==> config.mk <==
export PLATFORM = sky130hd
export DESIGN_NAME = gat_linear_top
export DESIGN_NICKNAME = d
export VERILOG_FILES = /design/src/gat_pkg.sv /design/src/weight_store.sv /design/src/w_loader.sv /design/src/weight_column_lane.sv /design/src/lane_collector.sv /design/src/gat_linear_top.sv
export VERILOG_INCLUDE_DIRS = /design/src
export SDC_FILE = /design/constraint.sdc
export NUM_CORES = 2
export LEC_CHECK = 0
export BUFFER_PORTS_ARGS = -buffer_cell sky130_fd_sc_hd__buf_2
export CAP_MARGIN = 20
export CORE_ASPECT_RATIO = 1.25
export CORE_MARGIN = 2
export CORE_UTILIZATION = 64
export CTS_CLUSTER_DIAMETER = 200
export CTS_CLUSTER_SIZE = 24
export DETAILED_ROUTE_END_ITERATION = 12
export PLACE_DENSITY_LB_ADDON = 0.15
export SLEW_MARGIN = 20
export SYNTH_ARGS = -nofsm -noshare
export SYNTH_HDL_FRONTEND = slang
export SYNTH_SLANG_ARGS = --single-unit
==> constraint.sdc <==
create_clock -name clk -period 8 [get_ports clk]
set_clock_uncertainty 0.2 [all_clocks]
set_input_delay 1.6 -clock clk [delete_from_list [all_inputs] [get_ports clk]]
set_output_delay 1.6 -clock clk [all_outputs]
set_load 0.01 [all_outputs]
==> src/gat_defines.svh <==
`ifndef GAT_DEFINES_SVH
`define GAT_DEFINES_SVH

// Signed width of one weight and one feature element.
`define GAT_DATA_W 8

// Matrix shape.
// The row count is also the feature vector length.
`define GAT_W_ROWS 8

// The column count is also the number of lanes.
`define GAT_W_COLS 4

// Index widths into the matrix.
`define GAT_ROW_W 3
`define GAT_COL_W 2

// Linear store holds GAT_W_ROWS * GAT_W_COLS words.
`define GAT_STORE_ADDR_W 5

// Product width plus growth over GAT_W_ROWS additions.
// Wide enough that a full dot product never overflows.
`define GAT_ACC_W 19

`endif

==> src/gat_pkg.sv <==
`default_nettype none

`include "gat_defines.svh"

package gat_pkg;

  // Weight write from the loader into the lane banks.
  // Every lane sees it and only the matching column writes.
  typedef struct packed {
    logic                   ena;   // Write strobe.
    logic [`GAT_COL_W-1:0]  col;   // Target lane.
    logic [`GAT_ROW_W-1:0]  row;   // Row slot in the bank.
    logic [`GAT_DATA_W-1:0] data;  // Signed weight.
  } bank_wr_t;

  // One feature element broadcast to all lanes.
  typedef struct packed {
    logic                   valid;
    logic                   last;  // Final element of a vector.
    logic [`GAT_ROW_W-1:0]  row;   // Element index in the vector.
    logic [`GAT_DATA_W-1:0] data;  // Signed feature value.
  } feat_beat_t;

  // Finished dot product from one lane.
  typedef struct packed {
    logic                   done;  // One-cycle pulse.
    logic [`GAT_ACC_W-1:0]  sum;   // Signed, two's complement.
  } lane_sum_t;

endpackage

`default_nettype wire

==> src/weight_store.sv <==
`default_nettype none
`timescale 1ns/1ps

`include "gat_defines.svh"

// Host-written weight matrix, row-major, one word per address.
module weight_store (
  input  wire                          clk,
  input  wire                          rst_n,
  input  wire                          wr_en,
  input  wire [`GAT_STORE_ADDR_W-1:0]  wr_addr,
  input  wire [`GAT_DATA_W-1:0]        wr_data,
  input  wire [`GAT_STORE_ADDR_W-1:0]  rd_addr,
  output logic [`GAT_DATA_W-1:0]       rd_data
);

  localparam int unsigned DEPTH = `GAT_W_ROWS * `GAT_W_COLS;

  logic [`GAT_DATA_W-1:0] mem [DEPTH];

  // Synchronous write port.
  always_ff @(posedge clk) begin
    if (wr_en) begin
      mem[wr_addr] <= wr_data;
    end
  end

  // Read data returns one cycle after the address.
  always_ff @(posedge clk or negedge rst_n) begin
    if (!rst_n) begin
      rd_data <= '0;
    end else begin
      rd_data <= mem[rd_addr];
    end
  end

endmodule

`default_nettype wire

==> src/w_loader.sv <==
`default_nettype none
`timescale 1ns/1ps

`include "gat_defines.svh"

module w_loader (
  input  wire                          clk,
  input  wire                          rst_n,
  input  wire                          load_start,
  output logic [`GAT_STORE_ADDR_W-1:0] store_addr,
  input  wire [`GAT_DATA_W-1:0]        store_data,
  output gat_pkg::bank_wr_t            bank_wr,
  output logic                         w_ready,
  input  wire                          feat_valid,
  input  wire [`GAT_DATA_W-1:0]        feat_data,
  input  wire                          feat_last,
  output gat_pkg::feat_beat_t          feat_beat
);

  import gat_pkg::*;

  localparam int unsigned LAST_ADDR = `GAT_W_ROWS * `GAT_W_COLS - 1;
  localparam int unsigned LAST_ROW  = `GAT_W_ROWS - 1;

  logic                          load_active;  // Addresses still being issued.
  logic [`GAT_STORE_ADDR_W-1:0]  load_cnt;
  logic                          rd_pending;   // Store data valid this cycle.
  logic [`GAT_STORE_ADDR_W-1:0]  rd_addr_q;    // Address that produced store_data.
  logic [`GAT_ROW_W-1:0]         feat_row;
  logic                          feat_accept;
  logic                          row_is_last;
  logic                          beat_valid;
  logic                          beat_last;
  logic [`GAT_ROW_W-1:0]         beat_row;
  logic [`GAT_DATA_W-1:0]        beat_data;

  assign store_addr = load_cnt;

  // Walk the whole store once per load command.
  always_ff @(posedge clk or negedge rst_n) begin
    if (!rst_n) begin
      load_active <= 1'b0;
      load_cnt    <= '0;
      rd_pending  <= 1'b0;
    end else if (load_start) begin
      load_active <= 1'b1;
      load_cnt    <= '0;
      rd_pending  <= 1'b0;   // Drop any read still in flight.
    end else begin
      rd_pending <= load_active;
      if (load_active) begin
        load_cnt <= load_cnt + 1'b1;
        if (load_cnt == `GAT_STORE_ADDR_W'(LAST_ADDR)) begin
          load_active <= 1'b0;
        end
      end
    end
  end

  always_ff @(posedge clk) begin
    rd_addr_q <= load_cnt;
  end

  // Row-major address splits into row (upper bits) and column (lower bits).
  assign bank_wr = '{ena:  rd_pending,
                     col:  rd_addr_q[`GAT_COL_W-1:0],
                     row:  rd_addr_q[`GAT_COL_W +: `GAT_ROW_W],
                     data: store_data};

  always_ff @(posedge clk or negedge rst_n) begin
    if (!rst_n) begin
      w_ready <= 1'b0;
    end else if (load_start) begin
      w_ready <= 1'b0;
    end else if (rd_pending && rd_addr_q == `GAT_STORE_ADDR_W'(LAST_ADDR)) begin
      w_ready <= 1'b1;       // Last bank write lands this cycle.
    end
  end

  // Features only count once the banks are complete.
  assign feat_accept = feat_valid && w_ready;
  assign row_is_last = (feat_row == `GAT_ROW_W'(LAST_ROW));

  always_ff @(posedge clk or negedge rst_n) begin
    if (!rst_n) begin
      feat_row   <= '0;
      beat_valid <= 1'b0;
      beat_last  <= 1'b0;
    end else begin
      beat_valid <= feat_accept;
      beat_last  <= feat_accept && row_is_last;
      if (load_start) begin
        feat_row <= '0;
      end else if (feat_accept) begin
        feat_row <= row_is_last ? '0 : feat_row + 1'b1;
      end
    end
  end

  always_ff @(posedge clk) begin
    if (feat_accept) begin
      beat_row  <= feat_row;
      beat_data <= feat_data;
    end
  end

  assign feat_beat = '{valid: beat_valid, last: beat_last, row: beat_row, data: beat_data};

  // Host framing must match the internal row count.
  a_last_matches_row: assert property (
    @(posedge clk) disable iff (!rst_n)
    feat_accept |-> (feat_last == row_is_last)
  ) else $error("w_loader: feat_last disagrees with row %0d", feat_row);

  // A reload would strand the lane accumulators mid-vector.
  a_no_reload_mid_vector: assert property (
    @(posedge clk) disable iff (!rst_n)
    load_start |-> (feat_row == '0)
  ) else $error("w_loader: load_start during a partial feature vector");

endmodule

`default_nettype wire

==> src/weight_column_lane.sv <==
`default_nettype none
`timescale 1ns/1ps

`include "gat_defines.svh"

// One output column. Holds its weight column and forms the dot product.
module weight_column_lane #(
  parameter int unsigned LANE_IDX = 0
) (
  input  wire                   clk,
  input  wire                   rst_n,
  input  wire gat_pkg::bank_wr_t   bank_wr,
  input  wire gat_pkg::feat_beat_t feat_beat,
  output gat_pkg::lane_sum_t    lane_sum
);

  import gat_pkg::*;

  localparam int unsigned PROD_W = 2 * `GAT_DATA_W;

  logic        [`GAT_DATA_W-1:0] bank [`GAT_W_ROWS];
  logic signed [`GAT_DATA_W-1:0] weight;
  logic signed [PROD_W-1:0]      prod;
  logic signed [`GAT_ACC_W-1:0]  acc;
  logic signed [`GAT_ACC_W-1:0]  acc_next;
  logic                          bank_hit;
  logic                          done_q;
  logic        [`GAT_ACC_W-1:0]  sum_q;

  // Only writes addressed to this column land here.
  assign bank_hit = bank_wr.ena && (bank_wr.col == `GAT_COL_W'(LANE_IDX));

  always_ff @(posedge clk) begin
    if (bank_hit) begin
      bank[bank_wr.row] <= bank_wr.data;
    end
  end

  assign weight   = bank[feat_beat.row];                 // Async bank read.
  assign prod     = weight * $signed(feat_beat.data);
  assign acc_next = acc + `GAT_ACC_W'(prod);             // Sign-extended add.

  always_ff @(posedge clk or negedge rst_n) begin
    if (!rst_n) begin
      acc    <= '0;
      done_q <= 1'b0;
    end else begin
      done_q <= feat_beat.valid && feat_beat.last;
      if (feat_beat.valid) begin
        // Restart from zero so the next vector starts clean.
        acc <= feat_beat.last ? '0 : acc_next;
      end
    end
  end

  // Final sum includes the last element's product.
  always_ff @(posedge clk) begin
    if (feat_beat.valid && feat_beat.last) begin
      sum_q <= acc_next;
    end
  end

  assign lane_sum = '{done: done_q, sum: sum_q};

endmodule

`default_nettype wire

==> src/lane_collector.sv <==
`default_nettype none
`timescale 1ns/1ps

`include "gat_defines.svh"

module lane_collector (
  input  wire                                     clk,
  input  wire                                     rst_n,
  input  wire gat_pkg::lane_sum_t [`GAT_W_COLS-1:0] lane_sums,
  output logic                                    res_valid,
  output logic [`GAT_COL_W-1:0]                   res_col,
  output logic [`GAT_ACC_W-1:0]                   res_sum
);

  import gat_pkg::*;

  localparam int unsigned LAST_COL = `GAT_W_COLS - 1;

  logic [`GAT_W_COLS-1:0] done_vec;
  logic [`GAT_ACC_W-1:0]  sum_q [`GAT_W_COLS];
  logic                   emit_busy;
  logic [`GAT_COL_W-1:0]  emit_col;

  always_comb begin
    for (int i = 0; i < `GAT_W_COLS; i++) begin
      done_vec[i] = lane_sums[i].done;
    end
  end

  // Snapshot every lane at once; lane 0 stands for all.
  always_ff @(posedge clk) begin
    if (done_vec[0]) begin
      for (int i = 0; i < `GAT_W_COLS; i++) begin
        sum_q[i] <= lane_sums[i].sum;
      end
    end
  end

  always_ff @(posedge clk or negedge rst_n) begin
    if (!rst_n) begin
      emit_busy <= 1'b0;
      emit_col  <= '0;
    end else if (done_vec[0]) begin
      emit_busy <= 1'b1;
      emit_col  <= '0;
    end else if (emit_busy) begin
      emit_col <= emit_col + 1'b1;
      if (emit_col == `GAT_COL_W'(LAST_COL)) begin
        emit_busy <= 1'b0;   // Last column out.
      end
    end
  end

  assign res_valid = emit_busy;
  assign res_col   = emit_col;
  assign res_sum   = sum_q[emit_col];

  // Lanes share one beat stream so they must finish together.
  a_done_aligned: assert property (
    @(posedge clk) disable iff (!rst_n)
    (|done_vec) |-> (&done_vec)
  ) else $error("lane_collector: lanes finished out of step %b", done_vec);

  // A vector is at least as long as one emission group.
  a_no_overlap: assert property (
    @(posedge clk) disable iff (!rst_n)
    emit_busy |-> !done_vec[0]
  ) else $error("lane_collector: new result while column %0d still pending", emit_col);

endmodule

`default_nettype wire

==> src/gat_linear_top.sv <==
`default_nettype none
`timescale 1ns/1ps

`include "gat_defines.svh"

// Dense projection of node features through a GAT weight matrix.
module gat_linear_top (
  input  wire                          clk,
  input  wire                          rst_n,
  input  wire                          wr_en,
  input  wire [`GAT_STORE_ADDR_W-1:0]  wr_addr,
  input  wire [`GAT_DATA_W-1:0]        wr_data,
  input  wire                          load_start,
  output logic                         w_ready,
  input  wire                          feat_valid,
  input  wire [`GAT_DATA_W-1:0]        feat_data,
  input  wire                          feat_last,
  output logic                         res_valid,
  output logic [`GAT_COL_W-1:0]        res_col,
  output logic [`GAT_ACC_W-1:0]        res_sum
);

  import gat_pkg::*;

  logic [`GAT_STORE_ADDR_W-1:0]    store_addr;
  logic [`GAT_DATA_W-1:0]          store_data;
  bank_wr_t                        bank_wr;
  feat_beat_t                      feat_beat;
  lane_sum_t [`GAT_W_COLS-1:0]     lane_sums;

  weight_store u_weight_store (
    .clk     (clk),
    .rst_n   (rst_n),
    .wr_en   (wr_en),
    .wr_addr (wr_addr),
    .wr_data (wr_data),
    .rd_addr (store_addr),
    .rd_data (store_data)
  );

  w_loader u_w_loader (
    .clk        (clk),
    .rst_n      (rst_n),
    .load_start (load_start),
    .store_addr (store_addr),
    .store_data (store_data),
    .bank_wr    (bank_wr),
    .w_ready    (w_ready),
    .feat_valid (feat_valid),
    .feat_data  (feat_data),
    .feat_last  (feat_last),
    .feat_beat  (feat_beat)
  );

  // One lane per output column.
  for (genvar g = 0; g < `GAT_W_COLS; g++) begin : g_lane
    weight_column_lane #(
      .LANE_IDX (g)
    ) u_lane (
      .clk       (clk),
      .rst_n     (rst_n),
      .bank_wr   (bank_wr),
      .feat_beat (feat_beat),
      .lane_sum  (lane_sums[g])
    );
  end

  lane_collector u_lane_collector (
    .clk       (clk),
    .rst_n     (rst_n),
    .lane_sums (lane_sums),
    .res_valid (res_valid),
    .res_col   (res_col),
    .res_sum   (res_sum)
  );

endmodule

`default_nettype wire

==> summary.md <==
| Metric | Value |
|---|---|
| Worst-Margin Slew | `1.09 ns` |
| Yosys warns | `0` |
| Post-route ant nets | `0` |
| DRT iter0 DRCs | `1320` |
| Initial antenna violation count | `0` |
| Clock Tree Buf Depth | `3` |
| Synth top area share | `47.1%` |
| Wire length per cell | `23.2 µm` |
| Die area | `0.0693 mm²` |
| CTS Hold Buffers Added | `0` |
| Leading area contributor after synthesis | `edfxtp_1` |
| WS Path Type | `flop to flop` |
| Drt pass-1 iters | `7` |
| Worst VDD drop | `219 µV` |
| EDFF count, synth | `675` |
| Die width | `236 µm` |
| Critical path's most frequent cell | `fa_1` |
| CP top delay family | `adder cells` |
| Vias in the first global route | `24847` |
| Pin count of the biggest net entering global routing | `just over 100` |
| Cells after Synth | `2797` |
| Min Hold Slack | `0.175 ns` |
| Ant diodes | `0` |
| R2R setup slack | `1.14 ns` |
| PD cells | `270 mW/mm²` |
| Worst-Skew Late Latency | `0.61 ns` |
| Clock H-tree levels | `2` |
| Ys async rst share | `12.9%` |
| Area Overhead vs Synth | `5.66%` |
| CTS Root Buffer Type | `clkbuf_16` |
| CP bufs+invs | `3` |
| Setup_tns | `0 ns` |
| FF-to-FF End | `g_lane[0].u_lane.acc[17]` |
| GPL Wtd Cong | `0.835` |
| Leakage power | `17.7 nW` |
| Total Power | `0.0123 W` |
| Arr. time, crit path | `7.17 ns` |
| Final setup violation count | `0` |
| Seq/Total Area, Yosys | `a little over half` |
| Slowest stage delay, CP | `~0.8 ns` |
| Hold Path Depth | `0` |
| Top_reg_cell synth | `edfxtp_1` |
| Worst Hold End | `u_w_loader.rd_addr_q[3]` |
| Max_slew headroom | `between 20% and 30%` |
| Die extent in y | `294 µm` |
| WL final | `~87000 µm` |
| Post-Layout Cell Count | `3734` |
| Top cells by count, synth | `edfxtp_1, inv_1, fa_1` |
| Yosys cell types | `57` |
| Worst Path Max Fanout | `25` |
| Worst path slowest cell | `dfxtp_2` |
| Post-Syn Area | `0.0430 mm²` |
| Post-CTS sizing | `0` |
| Post-Syn Nets | `approximately 3300` |
| Clock-pin slew on the worst setup and hold paths | `0.10 ns` |
| Initial core utilization | `64.5%` |
| Worst-path cell chain | `buf_4 -> mux4_2 -> mux2i_1 -> nand2b_1 -> fa_1 -> inv_1 -> fa_1 -> fa_1 -> fa_1 -> fa_1 -> ha_1 -> o21a_1 -> o21a_1 -> a21oi_1 -> o21ai_0 -> xor2_1 -> buf_4 -> a31o_2` |
| Vias/cell | `5.97` |
| Final hold vios | `0` |
| GRT Util Overall | `26.3%` |
| DRC viols | `0` |
| Max cap viols | `0` |
| Most numerous cell in the Yosys netlist | `edfxtp_1` |
| Synth Register Bits | `784` |
| Minimum clock period | `6.86 ns` |
| NumNets Final | `~3400` |
| Crit. End Element | `flop` |
| Post-DP HPWL | `62500 µm` |
| Outcome | `completed` |
| Gr ovfl total | `0` |
| Clock buffer count from CTS | `38` |
| Cells after DPL | `approximately 3700` |
| CTS tree | `done` |
| Count of final max-slew check failures | `0` |
| Share of cells above drive strength 1 | `14.0%` |
| DR vias | `22291` |
| Required @ worst endpoint | `8.31 ns` |
| Io pins | `50` |
| Core footprint | `0.0667 mm²` |
| RSZ-0062 raised after global routing | `false` |
| CTS sink cnt | `784` |
| Post-CTS Setup Inserts | `0` |
| Mean Syn Cell Area | `between 15 and 20 µm²` |
| Final Cycle Share | `85.8%` |
| First-pass GRT wire length | `about 140000 µm` |
| Synth area leaders | `edfxtp_1, fa_1, mux4_2` |
| HP Start | `u_w_loader.store_addr[3]` |
| R2R cell count | `18` |
| Worst Setup Start Kind | `flop` |
| Rows | `106` |
| FILL cells | `4476` |
| Maximum clock frequency | `146 MHz` |
| Worst hold path class | `flop to flop` |
| Number of port buffers | `48` |
==> layout by cell type, fill, tap and decap left out, drive strengths merged, types with 19 or more instances in the layout <==
| cell | n |
|---|---|
| a211oi | 19 |
| ha | 181 |
| fa | 336 |
| a31o | 54 |
| buf | 98 |
| nor2 | 114 |
| dfrtp | 101 |
| nand2b | 67 |
| nand2 | 50 |
| mux4 | 163 |
| a21oi | 34 |
| clkbuf | 66 |
| xor2 | 25 |
| nand3 | 29 |
| inv | 377 |
| o21ai | 54 |
| mux2i | 29 |
| xnor2 | 57 |
| nor2b | 178 |
| and2 | 37 |
| edfxtp | 675 |
==> layer usage <==
metal,vias up,GRT usage [%],wire [µm]
li1,9880,-,-
met1,11683,31.8,32400
met2,569,49.3,47900
met3,159,2.22,3070
met4,0,9.57,3280
met5,-,0,0
==> cell families (layout without fill, tap and decap cells) <==
kind of cell / after synthesis / in the layout / share of synthesized area [%]
buf+inv: 471 / 544 / 4.30
fa+ha+maj: 517 / 517 / 20.9
mux: 209 / 209 / 9.73
simple gates: 511 / 511 / 6.46
xor+xnor: 82 / 82 / 1.67
compound gates: 223 / 223 / 3.59
flops: 784 / 784 / 53.4
==> registers in the layout, indices dropped and copies added (netlist names), 3 cells and up, named ones only <==
signal	flops
g_lane.u_lane.bank	256
u_lane_collector.sum_q	76
u_w_loader.beat_row	3
u_w_loader.store_addr	5
u_weight_store.rd_data	8
g_lane.u_lane.acc	76
u_w_loader.beat_data	8
u_weight_store.mem	256
g_lane.u_lane.sum_q	76
u_w_loader.rd_addr_q	5
u_w_loader.feat_row	3
==> report_power, final <==
part / internal [W] / switching (W) / leakage (nW) / total (W)
clock network: 0.000925 / 0.00126 / 0.531 / 0.00218
registers: 0.00489 / 0.000187 / 7.46 / 0.00508
logic: 0.00210 / 0.00294 / 9.71 / 0.00503
==> through the flow <==
step	area [µm²]	utilization, %	setup slack, ns
after CTS	45500	68.1	1.09
after global placement	44300	66.4	1.17
final	45500	68.1	1.14
after detailed placement	44300	66.4	1.10
after floorplan	43000	-	1.72
after global routing	45500	68.1	0.809
==> area by class of cell <==
class | count | area, µm² | share of cell area [%]
tap | 864 | 1080 | 2.38
clock buffer | 66 | 1060 | 2.32
multi-input combinational | 1542 | 18200 | 40.1
timing repair buffer | 98 | 638 | 1.40
sequential | 784 | 23000 | 50.6
inverter | 376 | 1410 | 3.10
clock inverter | 4 | 71.3 | 0.157
==> how the worst max path moves through the flow <==
stage	cells past startpoint	end	start	slack, ns
2_1_floorplan	19	g_lane[3].u_lane.acc[18]	flop	1.72
3_3_place_gp	14	g_lane[2].u_lane.acc[18]	flop	1.17
3_5_place_dp	16	g_lane[0].u_lane.acc[14]	flop	1.10
4_1_cts	16	g_lane[0].u_lane.sum_q[13]	flop	1.09
5_1_grt	22	g_lane[3].u_lane.acc[18]	flop	0.81
6_report	18	g_lane[0].u_lane.acc[17]	flop	1.14
No activity file was read; power rests on OpenSTA's default activity.
